===== src/common/db_pkg.sv =====
package db_pkg;

    // ==================================================
    // Widths and depth
    // ==================================================
    localparam int KEY_W   = 8;
    localparam int VALUE_W = 32;
    localparam int DEPTH   = 2 ** KEY_W;

    typedef logic [KEY_W-1:0]   db_key_t;
    typedef logic [VALUE_W-1:0] db_value_t;

    // ==================================================
    // Opcodes
    // ==================================================
    // Codes 5 to 7 are illegal and complete with error
    typedef enum logic [2:0] {
        OP_GET       = 3'd0,
        OP_SET       = 3'd1,
        OP_UNSET     = 3'd2,
        OP_REPLACE   = 3'd3,
        OP_CLEAR_ALL = 3'd4
    } db_opcode_e;

    // ==================================================
    // Port and store words
    // ==================================================
    // Command issued by a controller
    typedef struct packed {
        db_opcode_e opcode;
        db_key_t    key;
        db_value_t  value;
    } db_cmd_t;

    // Result returned with ack
    typedef struct packed {
        logic      error;
        logic      valid;
        db_value_t value;
    } db_resp_t;

    // One word of the store
    typedef struct packed {
        logic      valid;
        db_value_t value;
    } db_entry_t;

endpackage


===== src/db_mux/db_ctrl_prio_mux.sv =====
module db_ctrl_prio_mux import db_pkg::*; (
    input  logic     clk,
    input  logic     srst,

    // Port 0, high priority
    input  logic     hi_req,
    input  db_cmd_t  hi_cmd,
    output logic     hi_rdy,
    output logic     hi_ack,
    output db_resp_t hi_resp,

    // Port 1, low priority
    input  logic     lo_req,
    input  db_cmd_t  lo_cmd,
    output logic     lo_rdy,
    output logic     lo_ack,
    output db_resp_t lo_resp,

    // Peripheral side
    output logic     per_req,
    output db_cmd_t  per_cmd,
    input  logic     per_rdy,
    input  logic     per_ack,
    input  db_resp_t per_resp
);

    logic busy;
    logic owner_lo;
    logic accept;

    // ==================================================
    // Request selection
    // ==================================================
    // Port 0 wins whenever it requests
    assign per_req = !busy && (hi_req || lo_req);
    assign per_cmd = hi_req ? hi_cmd : lo_cmd;

    assign hi_rdy = !busy && per_rdy;
    assign lo_rdy = !busy && per_rdy && !hi_req;

    assign accept = per_req && per_rdy;

    // ==================================================
    // Ownership
    // ==================================================
    always_ff @(posedge clk) begin
        if (srst) begin
            busy     <= 1'b0;
            owner_lo <= 1'b0;
        end else if (accept) begin
            busy     <= 1'b1;
            owner_lo <= !hi_req;
        end else if (per_ack) begin
            busy <= 1'b0;
        end
    end

    // Ack and response go back to the owner only
    assign hi_ack = per_ack && busy && !owner_lo;
    assign lo_ack = per_ack && busy && owner_lo;

    assign hi_resp = owner_lo ? '0 : per_resp;
    assign lo_resp = owner_lo ? per_resp : '0;

endmodule


===== config.mk =====
export PLATFORM = sky130hd
export DESIGN_NAME = db_ctrl_prio_mux
export DESIGN_NICKNAME = d
export VERILOG_FILES = /design/src/common/db_pkg.sv /design/src/db_mux/db_ctrl_prio_mux.sv
export SDC_FILE = /design/constraint.sdc
export NUM_CORES = 1
export LEC_CHECK = 0
export BUFFER_PORTS_ARGS = -buffer_cell sky130_fd_sc_hd__buf_4
export CORE_AREA = 2 2 95 97
export DETAILED_ROUTE_END_ITERATION = 8
export DIE_AREA = 0 0 97 99
export REMOVE_ABC_BUFFERS = 1
export SLEW_MARGIN = 15
export SYNTH_ARGS = -nofsm -noshare
export SYNTH_HDL_FRONTEND = slang
export SYNTH_SLANG_ARGS = --single-unit
export TNS_END_PERCENT = 5

===== constraint.sdc =====
create_clock -name clk -period 2.3 [get_ports clk]
set_input_delay 0.23 -clock clk [delete_from_list [all_inputs] [get_ports clk]]
set_output_delay 0.23 -clock clk [all_outputs]
set_load 0.05 [all_outputs]

==> qor.yml <==
status:
  outcome: "complete, no violations"
worst_hold_path:
  hold_depth: 2
  worstHoldPathType: "in2reg"
global_routing:
  track_usage_pct: 11.1
  grt_start_max_net_pins: 71
  gr-usage-met3_pct: 4.47
  grt_pass1_vias: 1842
  use_met1_pct: 10.1
  antenna_found_initial: 0
  use_met2_pct: 21.9
  grt_remaining_overflow: 0
  top_usage_layer: "met2"
  grt_pass1_wl_um: 8660
place:
  gp_congestion: 0.829
  post-place-ws_ns: 0.679
  post-dp-hpwl_um: 5180
  dpl.cell_count: 475
  io_buffers: 241
logic_synthesis:
  ys_warn_count: 0
  ys_ff_latch: 2
  synth_most_common_cell: "and2_1"
  async_flop_share_pct: 0
  synth_edf_count: 0
  netlist_area_sq_mm: 0.00122
  postSynthCellCount: 137
  synth_common_cells: "and2_1 (34), mux2_4 (26), and2b_1 (25)"
  synth_area_leader_cell: "mux2_4"
  synth_top_family_by_area: "multiplexers"
  yosys-top-cells-area: "mux2_4 (32%), and2_1 (17%), mux2_2 (16%), and2b_1 (15%), nor2b_1 (5.1%)"
  synth-simple-area-share_pct: 41.0
  ys_types: 17
  synth_top_area_share_pct: 32.0
  synthFlopType: "dfxtp_1"
  syn_avg_cell_area_sq_um: 8.91
  synth_compound_area_share_pct: 1.84
  synth_fa_ha_area_share_pct: 0
  synth_xor_area_share_pct: 0
  synthMuxAreaShare_pct: 47.6
  ys_seq_area_share_pct: 3.28
sta:
  setup_tns_ns: 0
  maxSlewHeadroom_pct: 54.5
  slew_violations: 0
  setup_viol: 0
  finalHoldViolCount: 0
  final.setup_skew_ns: 0.00370
  setup_slack_ns: 0.686
  tightestPinTransition_ns: 0.683
  finalCritPeriodShare_pct: 70.2
  fin_crit_ns: 1.61
  fmax_mhz: 619
  rsz0062_at_grt: "false"
clocking:
  cts.reportedPaths.clkPinSlew_ns: 0.03
  htreeDepth: 1
  numClockSinks: 2
  cts_buffer_depth: 2
  hold_buffers: 0
  cts_buffers: 3
  clock_latency_ns: 0.21
  post_cts_buffers: 0
  cts_resized: 0
  cts-root-buf: "clkbuf_8"
  cts_tree: "yes"
worst_setup_path:
  max_stage_delay_ns: 0.54
  critical_path_arrival_ns: 1.38
  critPathLaunchType: "input pin"
  cp_common_cell: "buf_4"
  crit_type: "in2out"
  end_kind: "output port"
  cp_cell_sequence: "buf_4 > mux2_2 > buf_4"
  worst_ep_required_time_ns: 2.07
  path_max_fanout: 47
  critPathSlowestCell: "buf_4"
  reg2reg_depth: 3
cells_and_area:
  diodes: 0
  fin_nets: 498
  filler_cell_count: 861
  final_cells: 478
  syn_to_final_growth_pct: 157
  drive_above_1_share_pct: 78.1
floorplan:
  die-area_sq_mm: 0.00960
  rows: 34
  start_util_pct: 14.3
  core_area_sq_mm: 0.00855
  ioPinCount: 242
  fp.dieW_um: 97
  die_h_um: 99
route:
  vias_per_cell: 3.91
  drc: 0
  first_pass_iters: 4
  wl_um: 5780
  detail-route-antenna-nets: 0
  wl_per_cell_um: 12.1
  vias: 1870
  drtIter0Drc: 12
power_and_ir_drop:
  p_leak_nw: 1.76
  seqPwrFrac_pct: 3.2
  clkPwrFrac_pct: 11.2
  p_sw_share_pct: 53.9
  p_comb_share_pct: 85.5
  power.density_mw_per_mm2: 387
  p_int_mw: 0.561
  switching_power_mw: 0.655
  ir_worst_vdd_uv: 185
job:
  max-cap-violations: 0
==> routing by layer <==
| layer | share of wire (%) | vias up |
|---|---|---|
| met2 | 55 | 148 |
| met5 | 0 | - |
| met1 | 31 | 799 |
| met4 | 1.7 | 0 |
| met3 | 13 | 6 |
| li1 | - | 917 |
==> stage by stage <==
step / instance area, sq um / total power [mW] / hold slack [ns] / util [%]
final: 3140 / 1.22 / 0.183 / 36.7
after global routing: 3140 / 1.27 / 0.189 / 36.7
after CTS: 3140 / 1.23 / 0.180 / 36.7
after detailed placement: 3100 / 1.09 / 0.402 / 36.2
after global placement: 3100 / 1.08 / 0.396 / 36.2
after floorplan: 1140 / 0.684 / 0.299 / -
==> state kept, by name, summed over array words and instances, names as in the netlist <==
signal    cells
busy          1
owner_lo      1
==> kinds of logic (layout without fill, tap and decap cells) <==
family / after synthesis / count (layout)
AOI/OAI and AO/OA: 4 / 4
muxes: 43 / 43
buffers and inverters: 12 / 245
and+or+nand+nor: 76 / 76
DFF: 2 / 2
==> layout make-up <==
type / count / area, sq um / area share (%)
clock buffer: 3 / 41.3 / 1.32
tap: 108 / 135 / 4.31
multi-input combinational: 123 / 1100 / 35.2
timing repair buffer: 242 / 1820 / 57.9
sequential: 2 / 40.0 / 1.28
==> power groups by stage <==
stage	logic [mW]	registers, mW	clock network [mW]
final	1.04	0.0393	0.136
after global routing	1.09	0.0398	0.145
after CTS	1.05	0.0394	0.141
after detailed placement	1.05	0.0399	0
after global placement	1.04	0.0397	0
after floorplan	0.635	0.0486	0
==> worst max-delay path: cells and delay by family <==
family / cells / cell delay [ns]
buffers and inverters: 2 / 0.73
muxes: 1 / 0.41
==> layout by cell type (no fill, tap or decap) <==
cell type    n
and2b_1     25
and3_1       1
nor2b_1     10
and2_1      34
or2b_1       1
and2b_2      1
clkbuf_8     3
dfxtp_1      2
a211oi_1     1
buf_4      242
mux2_4      26
nand2_1      1
nor2_1       3
a21oi_1      2
mux2_2      17
o21ai_0      1
==> final timing paths <==
kind                            slack (ns)             startpoint                     to
worst min-delay path                  0.18                   srst      busy$_SDFFE_PP0P_
worst max register to register        1.28      busy$_SDFFE_PP0P_  owner_lo$_SDFFE_PP0P_
worst min register to register        0.52  owner_lo$_SDFFE_PP0P_  owner_lo$_SDFFE_PP0P_
worst max-delay path                  0.69                 hi_req             per_cmd[7]
Note: power is estimated with default switching activity, not from simulation.
