[src/common/db_pkg.sv]
package db_pkg;

    // ==================================================
    // Widths and depth
    // ==================================================
    localparam int KEY_W   = 8;
    localparam int VALUE_W = 32;
    localparam int DEPTH   = 2 ** KEY_W;

    typedef logic [KEY_W-1:0]   db_key_t;
    typedef logic [VALUE_W-1:0] db_value_t;

    // ==================================================
    // Opcodes
    // ==================================================
    // Codes 5 to 7 are illegal and complete with error
    typedef enum logic [2:0] {
        OP_GET       = 3'd0,
        OP_SET       = 3'd1,
        OP_UNSET     = 3'd2,
        OP_REPLACE   = 3'd3,
        OP_CLEAR_ALL = 3'd4
    } db_opcode_e;

    // ==================================================
    // Port and store words
    // ==================================================
    // Command issued by a controller
    typedef struct packed {
        db_opcode_e opcode;
        db_key_t    key;
        db_value_t  value;
    } db_cmd_t;

    // Result returned with ack
    typedef struct packed {
        logic      error;
        logic      valid;
        db_value_t value;
    } db_resp_t;

    // One word of the store
    typedef struct packed {
        logic      valid;
        db_value_t value;
    } db_entry_t;

endpackage

[src/db_engine/db_peripheral.sv]
module db_peripheral import db_pkg::*; (
    input  logic      clk,
    input  logic      srst,

    // Control port
    input  logic      req,
    input  db_cmd_t   cmd,
    output logic      rdy,
    output logic      ack,
    output db_resp_t  resp,

    // Store port
    output logic      rd_en,
    output logic      wr_en,
    output db_key_t   key,
    output db_entry_t wr_entry,
    input  db_entry_t rd_entry,
    output logic      wipe,
    input  logic      wipe_busy
);

    typedef enum logic [2:0] {
        INIT,
        IDLE,
        READ,
        UPDATE,
        ACK,
        WIPE
    } state_e;

    state_e    state;
    db_cmd_t   cmd_q;
    db_resp_t  resp_q;
    logic      clear_pending;
    logic      writes;
    db_value_t prev_value;

    // ==================================================
    // FSM
    // ==================================================
    always_ff @(posedge clk) begin
        if (srst) begin
            state         <= INIT;
            wipe          <= 1'b0;
            clear_pending <= 1'b0;
        end else begin
            wipe <= 1'b0;
            case (state)
                INIT: begin
                    wipe  <= 1'b1;
                    state <= WIPE;
                end
                IDLE: begin
                    if (req) begin
                        if (cmd.opcode == OP_CLEAR_ALL) begin
                            wipe          <= 1'b1;
                            clear_pending <= 1'b1;
                            state         <= WIPE;
                        end else begin
                            state <= READ;
                        end
                    end
                end
                READ: begin
                    state <= UPDATE;
                end
                UPDATE: begin
                    state <= ACK;
                end
                ACK: begin
                    state <= IDLE;
                end
                WIPE: begin
                    // Busy lags the pulse by a cycle
                    if (!wipe && !wipe_busy) begin
                        clear_pending <= 1'b0;
                        state         <= clear_pending ? ACK : IDLE;
                    end
                end
                default: begin
                    state <= IDLE;
                end
            endcase
        end
    end

    assign rdy   = (state == IDLE);
    assign ack   = (state == ACK);
    assign rd_en = (state == READ);

    // ==================================================
    // Command and response
    // ==================================================
    assign prev_value = rd_entry.valid ? rd_entry.value : '0;

    always_ff @(posedge clk) begin
        if (state == IDLE && req) begin
            cmd_q  <= cmd;
            resp_q <= '0;
        end else if (state == UPDATE) begin
            case (cmd_q.opcode)
                OP_GET, OP_SET, OP_UNSET, OP_REPLACE: begin
                    resp_q.error <= 1'b0;
                    resp_q.valid <= rd_entry.valid;
                    resp_q.value <= prev_value;
                end
                default: begin
                    resp_q.error <= 1'b1;
                    resp_q.valid <= 1'b0;
                    resp_q.value <= '0;
                end
            endcase
        end
    end

    // Unset writes an invalid, zero entry
    always_comb begin
        writes   = 1'b0;
        wr_entry = '0;
        case (cmd_q.opcode)
            OP_SET, OP_REPLACE: begin
                writes         = 1'b1;
                wr_entry.valid = 1'b1;
                wr_entry.value = cmd_q.value;
            end
            OP_UNSET: begin
                writes = 1'b1;
            end
            default: begin
                writes = 1'b0;
            end
        endcase
    end

    assign wr_en = (state == UPDATE) && writes;
    assign key   = cmd_q.key;
    assign resp  = resp_q;

endmodule

[config.mk]
export PLATFORM = sky130hd
export DESIGN_NAME = db_peripheral
export DESIGN_NICKNAME = d
export VERILOG_FILES = /design/src/common/db_pkg.sv /design/src/db_engine/db_peripheral.sv
export SDC_FILE = /design/constraint.sdc
export NUM_CORES = 1
export LEC_CHECK = 0
export ABC_CLOCK_PERIOD_IN_PS = 3500
export BUFFER_PORTS_ARGS = -buffer_cell sky130_fd_sc_hd__buf_2
export CORE_MARGIN = 3
export CORE_UTILIZATION = 49
export CTS_CLUSTER_DIAMETER = 100
export DETAILED_ROUTE_END_ITERATION = 7
export GPL_ROUTABILITY_DRIVEN = 0
export PLACE_DENSITY = 0.91
export SYNTH_ARGS = -nofsm -noshare
export SYNTH_HDL_FRONTEND = slang
export SYNTH_SLANG_ARGS = --single-unit
[constraint.sdc]
create_clock -name clk -period 3.5 [get_ports clk]
set_clock_uncertainty 0.15 [all_clocks]
set_input_delay 0.875 -clock clk [delete_from_list [all_inputs] [get_ports clk]]
set_output_delay 0.875 -clock clk [all_outputs]
set_load 0.005 [all_outputs]
==> results of run 1 <==
report_power, final:
part / switching, mW / internal, mW
sequential: 0.0323 / 1.07
clock: 0.349 / 0.262
combinational: 0.113 / 0.106
total: 0.494 / 1.44
synth_stat cells (all sizes together):
cell type	number	area share [%]
a211o	1	0.28
a211oi	1	0.24
a21oi	36	5.7
a311oi	2	0.75
a41oi	1	0.28
and2	32	6.3
and2b	1	0.24
and3b	1	0.28
and4bb	1	0.40
buf	25	5.4
clkbuf	4	0.47
dfxtp	39	25
edfxtp	43	41
inv	1	0.12
mux2	1	0.36
nand2	37	4.4
nand2b	1	0.20
nand3	33	5.2
nand3b	2	0.59
nand4b	1	0.28
nor2	4	0.47
nor2b	4	0.79
nor3	2	0.32
nor3b	4	0.95
o21ai	1	0.16
xor2	1	0.28
worst reg2reg max path: cells and delay by family (launching register included):
family | cells | cell delay (ns)
buffers and inverters | 1 | 0.36
DFF | 1 | 0.58
and+or+nand+nor | 2 | 0.72
AOI/OAI and AO/OA | 1 | 0.17
kinds of logic (layout without fill, tap and decap cells):
| family | Yosys count | after routing | synth area share, % |
|---|---|---|---|
| AOI/OAI and AO/OA | 42 | 42 | 7.40 |
| xor gates and xnor gates | 1 | 1 | 0.277 |
| buffers and inverters | 30 | 181 | 5.98 |
| DFF | 82 | 82 | 65.5 |
| muxes | 1 | 1 | 0.356 |
| and+or+nand+nor | 123 | 123 | 20.5 |
stage by stage:
step | utilization, % | hold slack (ns) | total power [mW] | area, um^2 | instances
CTS | 67.2 | 0.304 | 1.95 | 4100 | 505
global route | 67.2 | 0.317 | 2.02 | 4100 | 505
detailed placement | 64.3 | 0.293 | 1.35 | 3920 | 489
finish | 67.2 | 0.302 | 1.94 | 4100 | 505
global placement | 64.3 | 0.287 | 1.34 | 3920 | 489
floorplan | - | 0.297 | 1.24 | 3160 | 279
how the worst max path moves through the flow:
stage / end / cells past startpoint
floorplan: cmd_q[0]$_DFFE_PP_ / 3
detailed placement: cmd_q[25]$_DFFE_PP_ / 3
global placement: cmd_q[18]$_DFFE_PP_ / 3
global route: wr_entry[13] / 4
finish: wr_entry[13] / 4
CTS: wr_entry[6] / 4
routing by layer:
layer  up-vias  wire length (um)
met4         0               117
met2       114              4350
li1       1249                 -
met3        10               676
met5         -                 0
met1      1222              2930
state kept, by name, summed over array words and instances (netlist names):
register and flops:
state 3, clear_pending 1, wipe 1, resp 34, key 8, cmd_q 35
cell type report:
cell class                      instances  area share, %
Clock buffer                            9           3.02
Clock inverter                          7           1.28
Inverter                                1         0.0916
Multi-Input combinational cell        167           22.1
Sequential cell                        82           50.5
Tap cell                               75           2.29
Timing Repair Buffer                  164           20.6
==> flow_metrics.tcl, run 1 <==
set metrics [dict create \
    overflow 0 \
    ir_drop_mv 0.273 \
    grt_use_total_pct 21.2 \
    whs_endpoint "resp[1]$_SDFFE_PP0P_" \
    dpl.hpwl_um 6020 \
    crit_path_start_kind "flip-flop" \
    cts_hold_buf 0 \
    rows 28 \
    final-seq-area_mm2 0.00207 \
    numCtsBuffers 9 \
    fin_tns_setup_ns 0 \
    drv_cap 0 \
    top_usage_layer "met2" \
    worstSetupPathType "flip-flop to output port" \
    path_delay_family "flip-flops" \
    crit_fanout 33 \
    clock_path_buffers 2 \
    critPathRequiredTime_ns 2.47 \
    hold_depth 2 \
    reg2reg_to "resp[15]$_SDFFE_PP0P_" \
    power.density_mw_per_mm2 473 \
    met1_usage_pct 23.9 \
    grt_pass1_vias 2375 \
    cts_tree "done" \
    core_area_mm2 0.00610 \
    num-fill-cells 466 \
    globalRouteMet3Util_pct 5.13 \
    syn_area_mm2 0.00316 \
    fin_nets 505 \
    finalMaxSlewViolations 0 \
    timing.final.crit_share_pct 71.5 \
    synth_seq_cells 82 \
    finalWorstSetupSlack_ns 0.996 \
    yosysWarnings 0 \
    clk_latency_ns 0.34 \
    synthesis.nets 359 \
    ff2ff_setup_slack_ns 1.44 \
    setup_viol 0 \
    cp-end-kind "output port" \
    crit_buf_inv 2 \
    min_path_type "flip-flop to flip-flop" \
    start_util_pct 51.9 \
    io_pins 160 \
    yosysUniqueCellTypes 30 \
    hold_viol_final 0 \
    routedWlPerCell_um 16.0 \
    final_common_cell "buf_2" \
    cts.sinks 82 \
    rsz0062_at_grt "no" \
    num_vias 2595 \
    ys_seq_area_share_pct 65.5 \
    root_buffer "clkbuf_8" \
    avgViaCountPerCell 5.14 \
    grt_max_degree 50 \
    crit_chain "nor2b_1 > buf_4 > and2_1 > buf_2" \
    drive_gt1_share_pct 43.0 \
    drc 0 \
    status "completed" \
    hp-start "resp[1]$_SDFFE_PP0P_" \
    placement.io_buffers 159 \
    grt_pass1_wl_um 12000 \
    multi_input_area_um2 907 \
    p_leak_nw 1.82 \
    fin_crit_ns 2.50 \
    cts_resized 0 \
    h-tree-depth 3 \
    tightest_slew_ns 0.601 \
    slowest_delay_ns 0.44 \
    avgSynthCellArea_um2 11.3 \
    ant_nets 0 \
    rr_startpoint "state[1]$_SDFFE_PP0P_" \
    slew-limit-headroom_pct 59.8 \
    postCtsSetupRepairBufs 0 \
    startpoint "cmd_q[42]$_DFFE_PP_" \
    drtIter0Drc 130 \
    dr.pass1.iters 5 \
    syn_inst 279 \
    path_clk_slew_ns 0.09 \
    wl_um 8080 \
    layout_common_cells "buf_2 (159), edfxtp_1 (43), dfxtp_1 (39)" \
    fmax_ghz 0.399 \
    post-place-ws_ns 1.20 \
    antenna_found_initial 0 \
    die_h_um 86.3 \
    rr_worst_depth 4 \
    use_met2_pct 38.0 \
    cp_slowest_cell "edfxtp_1" \
    antenna_cells 0 \
    crit_arrival_ns 1.48 \
    fp.dieW_um 86.3 \
    dieArea_mm2 0.00745 \
    areaGrowthSynthToFinish_pct 29.6 \
]
Note: power is estimated with default switching activity, not from simulation.
==> run 2, diff against run 1 <==
- ABC_AREA: not set -> 1
- ABC_CLOCK_PERIOD_IN_PS: 3500 -> 2500
- CORE_UTILIZATION: 49 -> 45
- PLACE_DENSITY: 0.91 -> 0.86
- clock period: 3.5 -> 2.5 ns (I/O delays scaled with it)
==> run 2 against run 1 <==
- via count rose by 0.62%
- non-clock buffer count increased by 1
- clock power up 45%
- largest cell class unchanged
- worst hold slack gained 0.012 ns
- critical path type unchanged
- highest routed layer is now met5
- area after synthesis shrank 1.9%
- synthesized cell count up 13%
- sequential share of layout area fell by 0.092 points
- die area up 6.4%
- worst setup slack got worse by 0.86 ns
- first-iteration DRC count is 36% lower
- combinational power rose by 110%
==> flow_metrics.tcl, run 2 <==
set metrics [dict create \
    dpl.hpwl_um 5400 \
    hp-start "resp[27]$_SDFFE_PP0P_" \
    h-tree-depth 3 \
    antenna_found_initial 1 \
    grt_max_degree 45 \
    synth_seq_cells 82 \
    synth.most_common_cell "nand2_1" \
    numCtsBuffers 9 \
    drtIter0Drc 83 \
    async_flop_share_pct 0 \
    finalInstanceArea_mm2 0.00411 \
    rr_startpoint "state[0]$_SDFFE_PP0P_" \
    startpoint "cmd_q[42]$_DFFE_PP_" \
    p_leak_nw 2.00 \
    overflow 0 \
    areaGrowthSynthToFinish_pct 32.3 \
    synth_area_leaders "edfxtp_1 (42%), dfxtp_1 (25%), nand2_1 (9.4%)" \
    drc 0 \
    layout_common_cells "buf_2 (159), nand2_1 (78), edfxtp_1 (43)" \
    yosysWarnings 0 \
    grt_pass1_vias 2492 \
    syn_inst 316 \
    hold_viol_final 0 \
    syn_area_mm2 0.00310 \
    tightest_slew_ns 0.525 \
    dr.pass1.iters 5 \
    yosysUniqueCellTypes 20 \
    avgSynthCellArea_um2 9.82 \
    num-fill-cells 538 \
    cts_hold_buf 0 \
    regMostFlops "cmd_q" \
    power.density_mw_per_mm2 721 \
    setup_viol 0 \
    post-place-ws_ns 0.331 \
    finalWorstSetupSlack_ns 0.137 \
    synth.largest_area_cell "edfxtp_1" \
    fmax_ghz 0.423 \
    grt_pass1_wl_um 11000 \
    critPathRequiredTime_ns 1.73 \
    crit_fanout 16 \
    synth_commonest_cells "nand2_1 (78), edfxtp_1 (43), nor2_1 (43)" \
    ir_drop_mv 0.349 \
    placed_cells 534 \
    num_vias 2611 \
    routedWlPerCell_um 13.7 \
    io_pins 160 \
    ys_seq_area_share_pct 66.8 \
    crit_arrival_ns 1.59 \
    timing.final.crit_share_pct 94.5 \
    placement.io_buffers 159 \
    synthFlopType "edfxtp_1" \
    clk_latency_ns 0.33 \
    final_common_cell "buf_2" \
    synth.top_cell.area_share_pct 41.6 \
    drive_gt1_share_pct 39.0 \
    worstSetupPathType "flip-flop to output port" \
    clock_path_buffers 2 \
    fin_tns_setup_ns 0 \
    slowest_delay_ns 0.49 \
    avgViaCountPerCell 4.71 \
    min_path_type "flip-flop to flip-flop" \
    largest_reg_flops 35 \
    fp.dieW_um 89.0 \
    fin_crit_ns 2.36 \
    synth_edf_count 43 \
    rows 29 \
    slew-limit-headroom_pct 65.0 \
    fin_nets 552 \
    grt_use_total_pct 18.0 \
    core_area_mm2 0.00653 \
    wl_um 7600 \
    cp_slowest_cell "edfxtp_1" \
    finalMaxSlewViolations 0 \
    holdWs_ns 0.314 \
    cts_tree "done" \
    root_buffer "clkbuf_8" \
    start_util_pct 47.5 \
    cts.sinks 82 \
    cp-end-kind "output port" \
    dieArea_mm2 0.00793 \
    ant_nets 0 \
    drv_cap 0 \
    crit_path_start_kind "flip-flop" \
    finalNonFillerCells 554 \
    status "completed" \
    synthesis.nets 396 \
    path_clk_slew_ns 0.08 \
    die_h_um 89.0 \
    dpl_cell_area_mm2 0.00388 \
    crit_chain "nor2_4 > clkinvlp_4 > buf_4 > nor2_1 > buf_2" \
    antenna_cells 0 \
]
[run 2: cell count changes in the layout (fill, tap and decap cells not counted), moves of 4 or more]
cell / before / now
nand2_1: 37 / 78
inv_1: 1 / 37
nor3b_1: 4 / 0
clkbuf_1: 0 / 4
nand3_1: 33 / 3
nor2_1: 4 / 42
and2_1: 32 / 0
[run 2: routing by layer]
metal / GRT usage [%] / up-vias / wire length [um]
met5: 0 / - / 13
li1: - / 1304 / -
met1: 19.3 / 1144 / 2900
met2: 33.1 / 149 / 3670
met4: 7.04 / 2 / 114
met3: 5.53 / 12 / 901
[run 2: path summary, 6_finish.rpt]
| kind | slack (ns) | to | depth (start not counted) |
|---|---|---|---|
| worst min register to register | 0.31 | resp[27]$_SDFFE_PP0P_ | 2 |
| worst min-delay path | 0.31 | resp[27]$_SDFFE_PP0P_ | 2 |
| worst max register to register | 0.70 | cmd_q[24]$_DFFE_PP_ | 3 |
| worst max-delay path | 0.14 | wr_entry[6] | 5 |
[run 2: logic make-up after synthesis]
| logic type | Yosys count | synth area share, % |
|---|---|---|
| buffers and inverters | 61 | 9.31 |
| AND/OR/NAND/NOR | 132 | 17.1 |
| flip-flops | 82 | 66.8 |
| AO/OA/AOI/OAI | 41 | 6.77 |
[run 2: worst max-delay path, delay by kind of cell, from the launching register on]
kind	cells	cell delay (ns)
simple gates	2	0.34
buf+inv	3	0.43
flops	1	0.49
[run 2: where the power goes]
part / internal, mW / total, mW / switching (mW)
logic: 0.195 / 0.452 / 0.257
registers: 1.56 / 1.62 / 0.0621
clock network: 0.462 / 0.887 / 0.425
total: 2.22 / 2.96 / 0.744
[run 2: metrics by stage]
stage          utilization (%)  total power, mW
4_1_cts                   62.8             3.00
3_5_place_dp              59.5             2.10
5_1_grt                   62.9             3.11
2_1_floorplan                -             1.88
6_report                  62.9             2.96
3_3_place_gp              59.5             2.07
[run 2: layout make-up]
class | instances | area (um^2) | share of cell area [%]
clock buffer | 13 | 139 | 3.38
clock inverter | 3 | 42.5 | 1.04
inverter | 40 | 154 | 3.75
multi-input combinational | 173 | 754 | 18.4
sequential | 82 | 2070 | 50.5
tap | 77 | 96.3 | 2.35
timing repair buffer | 165 | 841 | 20.5
timing repair inverter | 1 | 7.51 | 0.183
[run 2: timing repair]
item                                    4_1_cts  5_1_grt
endpoints found under the setup margin       26       25
gates resized for setup                       3        1
buffers inserted                              3        0
cloned                                        1        0
pin swaps                                     0        0
